--- config.mk ---
export PLATFORM = sky130hd
export DESIGN_NAME = cache_mem_top
export DESIGN_NICKNAME = d
export VERILOG_FILES = /design/src/cache_pkg.sv /design/src/cache_wr_if.sv /design/src/cache_lookup_if.sv /design/src/cache_mem_top.sv /design/src/cache_req_ctrl.sv /design/src/cache_lru_matrix.sv /design/src/cache_way_select.sv /design/src/cache_array_store.sv
export SDC_FILE = /design/constraint.sdc
export NUM_CORES = 2
export LEC_CHECK = 0
export BUFFER_PORTS_ARGS = -buffer_cell sky130_fd_sc_hd__buf_2
export CAP_MARGIN = 0
export CORE_ASPECT_RATIO = 1.2
export CORE_MARGIN = 5
export CORE_UTILIZATION = 40
export CTS_BUF_LIST = sky130_fd_sc_hd__clkbuf_4
export CTS_CLUSTER_SIZE = 20
export DETAILED_ROUTE_END_ITERATION = 7
export PLACE_DENSITY = 0.63
export SYNTH_ARGS = -nofsm -noshare
export SYNTH_HDL_FRONTEND = slang
export SYNTH_SLANG_ARGS = --single-unit
--- constraint.sdc ---
create_clock -name clk_i -period 26 [get_ports clk_i]
set_clock_uncertainty 0.1 [all_clocks]
set_input_delay 3.9 -clock clk_i [delete_from_list [all_inputs] [get_ports clk_i]]
set_output_delay 3.9 -clock clk_i [all_outputs]
set_load 0.03 [all_outputs]
--- src/cache_pkg.sv ---
// Cache shared definitions

package cache_pkg;

    // ========================================
    // Geometry
    // ========================================

    // Byte address width
    localparam int XLEN       = 32;
    // One block per way
    localparam int BLOCK_BITS = 64;
    localparam int NUM_SETS   = 8;
    localparam int NUM_WAYS   = 4;

    // Address split, offset ignored on lookup
    localparam int OFFSET_W   = $clog2(BLOCK_BITS / 8);
    localparam int IDX_W      = $clog2(NUM_SETS);
    localparam int TAG_W      = XLEN - IDX_W - OFFSET_W;
    localparam int WAY_W      = $clog2(NUM_WAYS);

    // One bit per unordered pair of ways
    localparam int HIST_W     = (NUM_WAYS * (NUM_WAYS - 1)) / 2;

    // ========================================
    // Vector types
    // ========================================

    typedef logic [XLEN-1:0]       addr_t;
    typedef logic [TAG_W-1:0]      tag_t;
    typedef logic [IDX_W-1:0]      idx_t;
    typedef logic [WAY_W-1:0]      way_t;
    // One bit per way, bit n is way n
    typedef logic [NUM_WAYS-1:0]   way_vec_t;
    typedef logic [BLOCK_BITS-1:0] block_t;
    // Pair matrix of one set
    typedef logic [HIST_W-1:0]     hist_t;

    // Request commands
    typedef enum logic [2:0] {
        CMD_NONE       = 3'd0,
        CMD_LOAD       = 3'd1,
        CMD_STORE      = 3'd2,
        CMD_LOAD_MISS  = 3'd3,
        CMD_STORE_MISS = 3'd4
    } cache_cmd_e;

endpackage
--- src/cache_wr_if.sv ---
// Single way write bus

`timescale 1ns/1ps

interface cache_wr_if;

    // Strobe, one way per rising edge
    logic                wr_en;
    cache_pkg::idx_t     wr_idx;
    cache_pkg::way_t     wr_way;
    // New way state
    logic                wr_valid;
    logic                wr_dirty;
    cache_pkg::tag_t     wr_tag;
    cache_pkg::block_t   wr_block;

    // Request controller side
    modport source (
        output wr_en, wr_idx, wr_way, wr_valid, wr_dirty, wr_tag, wr_block
    );

    // Storage side
    modport sink (
        input wr_en, wr_idx, wr_way, wr_valid, wr_dirty, wr_tag, wr_block
    );

endinterface

--- src/cache_lookup_if.sv ---
// Addressed set lookup bus

`timescale 1ns/1ps

interface cache_lookup_if;

    // Per-way state of the set picked by the index
    cache_pkg::way_vec_t                          valid;
    cache_pkg::way_vec_t                          dirty;
    // Packed per way, element n is way n
    cache_pkg::tag_t   [cache_pkg::NUM_WAYS-1:0]  tags;
    cache_pkg::block_t [cache_pkg::NUM_WAYS-1:0]  blocks;

    // Storage side
    modport source (
        output valid, dirty, tags, blocks
    );

    // Selector and controller side
    modport sink (
        input valid, dirty, tags, blocks
    );

endinterface

--- src/cache_mem_top.sv ---
// Cache memory array top level

`timescale 1ns/1ps

module cache_mem_top (
    input  logic                   clk_i,
    input  logic                   rst_i,
    input  cache_pkg::cache_cmd_e  cmd_i,
    input  cache_pkg::addr_t       addr_i,
    input  cache_pkg::block_t      data_i,
    output logic                   hit_o,
    output cache_pkg::block_t      data_o,
    output logic                   evict_o,
    output logic                   evict_dirty_o,
    output cache_pkg::addr_t       evict_addr_o,
    output cache_pkg::block_t      evict_data_o
);

    cache_pkg::tag_t      req_tag;
    cache_pkg::idx_t      req_idx;
    logic                 hit;
    cache_pkg::way_t      hit_way;
    logic                 empty;
    cache_pkg::way_t      empty_way;
    cache_pkg::way_t      victim_way;
    cache_pkg::way_vec_t  access;

    // Tag above index, byte offset dropped
    assign req_tag = addr_i[cache_pkg::XLEN-1 -: cache_pkg::TAG_W];
    assign req_idx = addr_i[cache_pkg::OFFSET_W +: cache_pkg::IDX_W];

    cache_lookup_if lookup_bus ();
    cache_wr_if     wr_bus ();

    // ========================================
    // Datapath
    // ========================================

    cache_array_store u_store (
        .clk_i (clk_i), .rst_i (rst_i), .idx_i (req_idx),
        .lookup (lookup_bus.source), .wr (wr_bus.sink)
    );

    cache_way_select u_select (
        .tag_i (req_tag), .lookup (lookup_bus.sink),
        .hit_o (hit), .hit_way_o (hit_way),
        .empty_o (empty), .empty_way_o (empty_way)
    );

    cache_lru_matrix u_lru (
        .clk_i (clk_i), .rst_i (rst_i), .idx_i (req_idx),
        .access_i (access), .victim_way_o (victim_way)
    );

    cache_req_ctrl u_ctrl (
        .cmd_i (cmd_i), .tag_i (req_tag), .idx_i (req_idx), .data_i (data_i),
        .lookup (lookup_bus.sink), .hit_i (hit), .hit_way_i (hit_way),
        .empty_i (empty), .empty_way_i (empty_way), .victim_way_i (victim_way),
        .wr (wr_bus.source), .access_o (access),
        .hit_o (hit_o), .data_o (data_o),
        .evict_o (evict_o), .evict_dirty_o (evict_dirty_o),
        .evict_addr_o (evict_addr_o), .evict_data_o (evict_data_o)
    );

endmodule

--- src/cache_req_ctrl.sv ---
// Cache request decoder

`timescale 1ns/1ps

module cache_req_ctrl (
    input  cache_pkg::cache_cmd_e  cmd_i,
    input  cache_pkg::tag_t        tag_i,
    input  cache_pkg::idx_t        idx_i,
    input  cache_pkg::block_t      data_i,
    cache_lookup_if.sink           lookup,
    input  logic                   hit_i,
    input  cache_pkg::way_t        hit_way_i,
    input  logic                   empty_i,
    input  cache_pkg::way_t        empty_way_i,
    input  cache_pkg::way_t        victim_way_i,
    cache_wr_if.source             wr,
    output cache_pkg::way_vec_t    access_o,
    output logic                   hit_o,
    output cache_pkg::block_t      data_o,
    output logic                   evict_o,
    output logic                   evict_dirty_o,
    output cache_pkg::addr_t       evict_addr_o,
    output cache_pkg::block_t      evict_data_o
);

    logic             fill;
    logic             acc_en;
    cache_pkg::way_t  acc_way;
    cache_pkg::way_t  fill_way;

    // Empty way first, else the LRU victim
    assign fill_way = empty_i ? empty_way_i : victim_way_i;

    // ========================================
    // Command decode
    // ========================================

    always_comb begin
        hit_o       = 1'b0;
        fill        = 1'b0;
        acc_en      = 1'b0;
        acc_way     = hit_way_i;
        wr.wr_en    = 1'b0;
        wr.wr_way   = hit_way_i;
        wr.wr_dirty = 1'b1;
        case (cmd_i)
            cache_pkg::CMD_LOAD: begin
                hit_o  = hit_i;
                acc_en = hit_i;
            end
            cache_pkg::CMD_STORE: begin
                hit_o    = hit_i;
                acc_en   = hit_i;
                wr.wr_en = hit_i;
            end
            // Present block is only read
            cache_pkg::CMD_LOAD_MISS: begin
                hit_o  = hit_i;
                acc_en = 1'b1;
                if (!hit_i) begin
                    fill        = 1'b1;
                    wr.wr_en    = 1'b1;
                    wr.wr_way   = fill_way;
                    wr.wr_dirty = 1'b0;
                    acc_way     = fill_way;
                end
            end
            // Present block is overwritten like a store
            cache_pkg::CMD_STORE_MISS: begin
                hit_o    = hit_i;
                acc_en   = 1'b1;
                wr.wr_en = 1'b1;
                if (!hit_i) begin
                    fill      = 1'b1;
                    wr.wr_way = fill_way;
                    acc_way   = fill_way;
                end
            end
            default: begin
            end
        endcase
    end

    // Remaining write fields follow the request
    assign wr.wr_idx   = idx_i;
    assign wr.wr_valid = 1'b1;
    assign wr.wr_tag   = tag_i;
    assign wr.wr_block = data_i;

    // Touched way becomes most recent
    assign access_o = acc_en ? (cache_pkg::way_vec_t'(1'b1) << acc_way) : '0;

    // Old block on any hit
    assign data_o = hit_o ? lookup.blocks[hit_way_i] : '0;

    // ========================================
    // Eviction report
    // ========================================

    // Fill into a full set replaces the victim
    assign evict_o       = fill & ~empty_i;
    assign evict_dirty_o = evict_o & lookup.dirty[victim_way_i];
    assign evict_addr_o  = evict_o ?
        {lookup.tags[victim_way_i], idx_i, {cache_pkg::OFFSET_W{1'b0}}} : '0;
    assign evict_data_o  = evict_o ? lookup.blocks[victim_way_i] : '0;

endmodule

--- src/cache_lru_matrix.sv ---
// Per-set LRU pair matrix

`timescale 1ns/1ps

module cache_lru_matrix (
    input  logic                  clk_i,
    input  logic                  rst_i,
    input  cache_pkg::idx_t       idx_i,
    input  cache_pkg::way_vec_t   access_i,
    output cache_pkg::way_t       victim_way_o
);

    // Pair bits of every set
    cache_pkg::hist_t [cache_pkg::NUM_SETS-1:0]  hist_q;
    cache_pkg::hist_t                            hist_cur;
    cache_pkg::hist_t                            hist_next;

    // Bit position of pair (lo, hi) with lo < hi
    // Pairs are packed row by row, (0,1) (0,2) (0,3) (1,2) ...
    function automatic int pair_idx(input int lo, input int hi);
        return lo * cache_pkg::NUM_WAYS - (lo * (lo + 1)) / 2 + (hi - lo - 1);
    endfunction

    assign hist_cur = hist_q[idx_i];

    // ========================================
    // Update on access
    // ========================================

    // Set bit when the higher way of the pair is accessed
    // Clear it when the lower way is accessed
    always_comb begin
        hist_next = hist_cur;
        for (int lo = 0; lo < cache_pkg::NUM_WAYS - 1; lo++) begin
            for (int hi = lo + 1; hi < cache_pkg::NUM_WAYS; hi++) begin
                if (access_i[hi]) begin
                    hist_next[pair_idx(lo, hi)] = 1'b1;
                end else if (access_i[lo]) begin
                    hist_next[pair_idx(lo, hi)] = 1'b0;
                end
            end
        end
    end

    // Only the addressed set moves
    always_ff @(posedge clk_i) begin
        if (rst_i) begin
            hist_q <= '0;
        end else if (|access_i) begin
            hist_q[idx_i] <= hist_next;
        end
    end

    // ========================================
    // Victim
    // ========================================

    // Way older than every other way of the set
    // A cleared matrix ranks ways by number, highest way oldest
    always_comb begin
        logic oldest;
        victim_way_o = '0;
        for (int w = 0; w < cache_pkg::NUM_WAYS; w++) begin
            oldest = 1'b1;
            for (int k = 0; k < cache_pkg::NUM_WAYS; k++) begin
                if (k < w) begin
                    oldest &= ~hist_cur[pair_idx(k, w)];
                end else if (k > w) begin
                    oldest &= hist_cur[pair_idx(w, k)];
                end
            end
            if (oldest) begin
                victim_way_o = cache_pkg::way_t'(w);
            end
        end
    end

endmodule

--- src/cache_way_select.sv ---
// Hit and empty way selection

`timescale 1ns/1ps

module cache_way_select (
    input  cache_pkg::tag_t   tag_i,
    cache_lookup_if.sink      lookup,
    output logic              hit_o,
    output cache_pkg::way_t   hit_way_o,
    output logic              empty_o,
    output cache_pkg::way_t   empty_way_o
);

    // Tag compare over the valid ways of the set
    always_comb begin
        hit_o     = 1'b0;
        hit_way_o = '0;
        for (int w = 0; w < cache_pkg::NUM_WAYS; w++) begin
            if (lookup.valid[w] && (lookup.tags[w] == tag_i)) begin
                hit_o     = 1'b1;
                hit_way_o = cache_pkg::way_t'(w);
            end
        end
    end

    // Lowest invalid way
    // Scan downwards so the lowest index is written last
    always_comb begin
        empty_o     = 1'b0;
        empty_way_o = '0;
        for (int w = cache_pkg::NUM_WAYS - 1; w >= 0; w--) begin
            if (!lookup.valid[w]) begin
                empty_o     = 1'b1;
                empty_way_o = cache_pkg::way_t'(w);
            end
        end
    end

endmodule

--- src/cache_array_store.sv ---
// Cache state arrays

`timescale 1ns/1ps

module cache_array_store (
    input  logic                  clk_i,
    input  logic                  rst_i,
    input  cache_pkg::idx_t       idx_i,
    cache_lookup_if.source        lookup,
    cache_wr_if.sink              wr
);

    // ========================================
    // Storage
    // ========================================

    // Control bits, one vector per set
    cache_pkg::way_vec_t [cache_pkg::NUM_SETS-1:0]  valid_q;
    cache_pkg::way_vec_t [cache_pkg::NUM_SETS-1:0]  dirty_q;

    // Tag and data rows, one packed row per set
    cache_pkg::tag_t   [cache_pkg::NUM_WAYS-1:0]    tag_q   [cache_pkg::NUM_SETS];
    cache_pkg::block_t [cache_pkg::NUM_WAYS-1:0]    block_q [cache_pkg::NUM_SETS];

    // Valid and dirty cleared on reset
    always_ff @(posedge clk_i) begin
        if (rst_i) begin
            valid_q <= '0;
            dirty_q <= '0;
        end else if (wr.wr_en) begin
            valid_q[wr.wr_idx][wr.wr_way] <= wr.wr_valid;
            dirty_q[wr.wr_idx][wr.wr_way] <= wr.wr_dirty;
        end
    end

    // Tag and payload, only meaningful once valid
    always_ff @(posedge clk_i) begin
        if (wr.wr_en) begin
            tag_q[wr.wr_idx][wr.wr_way]   <= wr.wr_tag;
            block_q[wr.wr_idx][wr.wr_way] <= wr.wr_block;
        end
    end

    // ========================================
    // Read side
    // ========================================

    // Current contents of the addressed set
    assign lookup.valid  = valid_q[idx_i];
    assign lookup.dirty  = dirty_q[idx_i];
    assign lookup.tags   = tag_q[idx_i];
    assign lookup.blocks = block_q[idx_i];

endmodule

==> results_dict.tcl <==
set metrics [dict create \
    io_pins 264 \
    place_congestion 0.8976 \
    drc 0 \
    critPathKind "in -> out" \
    setup_tns_ps 0 \
    hpwl_um 197100 \
    dp.cells 10630 \
    cp_cell_sequence "buf_8 > buf_12 > buf_4 > mux4_2 > mux2i_1 > xnor2_1 > or3_1 > nor3_1 > and4_4 > buf_4 > mux2_2 > o21ai_0 > a21oi_1 > nor2_1 > buf_2" \
    startpoint_type "input pin" \
    ant_nets 0 \
    crit_end "data_o[43]" \
    critPathLaunch "addr_i[3]" \
    grt.overflow.total 0 \
    clock-sinks 2992 \
    synth_top_area_cell "edfxtp_1" \
    ys_seq_area_frac 0.7659 \
    clockRootBuffer "clkbuf_4" \
    power_density_mw_per_mm2 74.82 \
    hold_path.class "reg -> reg" \
    hold_viol 0 \
    cp.depth 15 \
    cts_setup_buffers 0 \
    cts_hold_buf 0 \
    die_x_um 501.3 \
    rows 216 \
    crit_path_end_kind "output pin" \
    core_area_mm2 0.2884 \
    crit_fanout 107 \
    min_period_over_period 0.5832 \
    synth_edf_count 2880 \
    ir_drop_v 0.00005327 \
    final_area_mm2 0.1309 \
    tightest_slew_ps 1516 \
    final_cell_count_no_fill 11920 \
    first_iter_violations 10180 \
    slew_viol_final 2 \
    cts_max_level 6 \
    synthTopCellsByCount "edfxtp_1 (2880), o22ai_1 (945), nor2_1 (422)" \
    cp_data_arrival_time_ps 11160 \
    antenna_found_initial 66 \
    cp.required_ps 22000 \
    wl_per_cell_um 32.62 \
    dr.pass1.iters 6 \
    grt_pass1_vias 72780 \
    viasPerCell 6.262 \
    synth-async-reset-ratio 0 \
    yosysTopAreaCellShare 0.7466 \
    start_util 0.4017 \
    io_buffers 257 \
    place_area_mm2 0.1216 \
    drive_gt1_frac 0.2526 \
    post-route-util 0.4539 \
    die_area_mm2 0.3005 \
    clk_pin_slew_worst_paths_ps 60 \
    wl_um 388800 \
    leakage_nw 42.95 \
    synth_warnings 0 \
    outcome "complete, but fails checks" \
    setup_viol 0 \
    syn_inst 6850 \
    clk_latency_ps 1400 \
    avgSynthCellArea_um2 16.91 \
    maxCapViolations 0 \
    rsz0062_at_grt "no" \
    critical_path.max_stage_delay_ps 880 \
    cts_tree "yes" \
    relSlewSlack -0.01066 \
    cp_common_cell "buf_4" \
    cp_top_family "buffers and inverters" \
    synthTopCellsByArea "edfxtp_1 (75%), o22ai_1 (5.1%), mux4_2 (2.8%)" \
    vias 74650 \
    crit_slowest_cell "and4_4" \
    fin_crit_ps 15160 \
    hold_path_startpoint "u_store.valid_q[31]$_SDFFE_PP0P_" \
    syn_to_final_growth_pct 12.99 \
    r2r_start "u_store.tag_q[3][40]$_DFFE_PP_" \
    fin_nets 7653 \
    max_clock_freq_mhz 65.94 \
    cts_max_path_buffers 4 \
    grt_pass1_wl_um 537300 \
    cp.buffers_inverters 5 \
    die_y_um 599.5 \
    violations "max-slew violations" \
    yosysMostFrequentCell "edfxtp_1" \
    ys_ff_latch 2992 \
    r2r_slack_ps 18870 \
    yosysUniqueCellTypes 91 \
    grt_usage 0.2497 \
    cts_buffers 737 \
    totalPowerFinal_mw 9.793 \
    ys.flop_type "edfxtp_1" \
    reg2reg_to "u_store.block_q[0][227]$_DFFE_PP_" \
    reg2regPathDepth 13 \
    synth_area_mm2 0.1158 \
    grt_start_max_net_pins 124 \
    cts_resized 0 \
]
## power by group
group / internal, mW / switching, mW
Sequential: 5.31 / 0.00696
Clock: 1.99 / 1.88
Combinational: 0.169 / 0.442
Total: 7.47 / 2.33
## cells by family (layout without fill, tap and decap cells)
| kind of cell | after synthesis | count (layout) | synth area share |
|---|---|---|---|
| muxes | 578 | 578 | 0.06805 |
| other | 1 | 36 | 0.00003237 |
| buffers and inverters | 502 | 1722 | 0.01911 |
| AOI/OAI and AO/OA | 1651 | 1651 | 0.09371 |
| xor gates and xnor gates | 79 | 79 | 0.006038 |
| DFF | 2992 | 2992 | 0.7659 |
| and+or+nand+nor | 1047 | 1047 | 0.04713 |
## cell usage in the layout, fill, tap and decap left out, types with 142 or more instances in the layout
| master | n |
|---|---|
| edfxtp_1 | 2880 |
| o22ai_1 | 945 |
| mux4_2 | 146 |
| buf_4 | 147 |
| nand2_1 | 156 |
| a21oi_1 | 206 |
| mux2i_1 | 225 |
| o21ai_0 | 142 |
| clkbuf_4 | 1075 |
| nor2_1 | 418 |
| mux2_2 | 203 |
| buf_2 | 253 |
## per-layer routing
metal	vias to the layer above	wire length [µm]	part of all wire	track usage
li1	29990	-	-	-
met5	-	351	0.00090	0
met3	1049	50000	0.13	0.07834
met4	52	16090	0.041	0.1040
met1	37900	142600	0.37	0.3226
met2	5661	179800	0.46	0.3922
## worst reg2reg max path: cells and delay by family (launching register included)
family / cells / cell delay, ps
AOI/OAI and AO/OA: 2 / 660
muxes: 2 / 950
xor gates and xnor gates: 2 / 420
and+or+nand+nor: 4 / 1910
buffers and inverters: 3 / 2200
DFF: 1 / 370
## how the worst min path moves through the flow
stage,endpoint,slack [ps],cells past startpoint
after floorplan,u_store.valid_q[31]$_SDFFE_PP0P_,320,2
after global placement,u_store.valid_q[27]$_SDFFE_PP0P_,340,2
after detailed placement,u_store.valid_q[31]$_SDFFE_PP0P_,340,2
after CTS,u_store.valid_q[31]$_SDFFE_PP0P_,350,2
after global routing,u_store.valid_q[3]$_SDFFE_PP0P_,370,2
final,u_store.valid_q[31]$_SDFFE_PP0P_,350,2
## per-stage QoR
| step | worst slack, ps | hold slack (ps) |
|---|---|---|
| 6_report | 10840 | 349.8 |
| 5_1_grt | 10600 | 366.2 |
| 2_1_floorplan | 13660 | 322.0 |
| 4_1_cts | 10970 | 351.1 |
| 3_3_place_gp | 11050 | 335.3 |
| 3_5_place_dp | 10960 | 342.6 |
## cell type report
type,instances,area (µm²)
clock buffers,1075,8070
repair buffers,415,2651
diodes,33,82.58
inverters,48,266.5
fillers,24990,157500
clock inverters,184,1156
flip-flops and latches,2992,88730
multi-input cells,3358,25160
well taps,3815,4773
## sequential cells by signal, indices dropped and copies added, names as in the netlist
name             cells
u_store.block_q   2048
u_lru.hist_q        48
u_store.dirty_q     32
u_store.valid_q     32
u_store.tag_q      832
No activity file was read; power rests on OpenSTA's default activity.
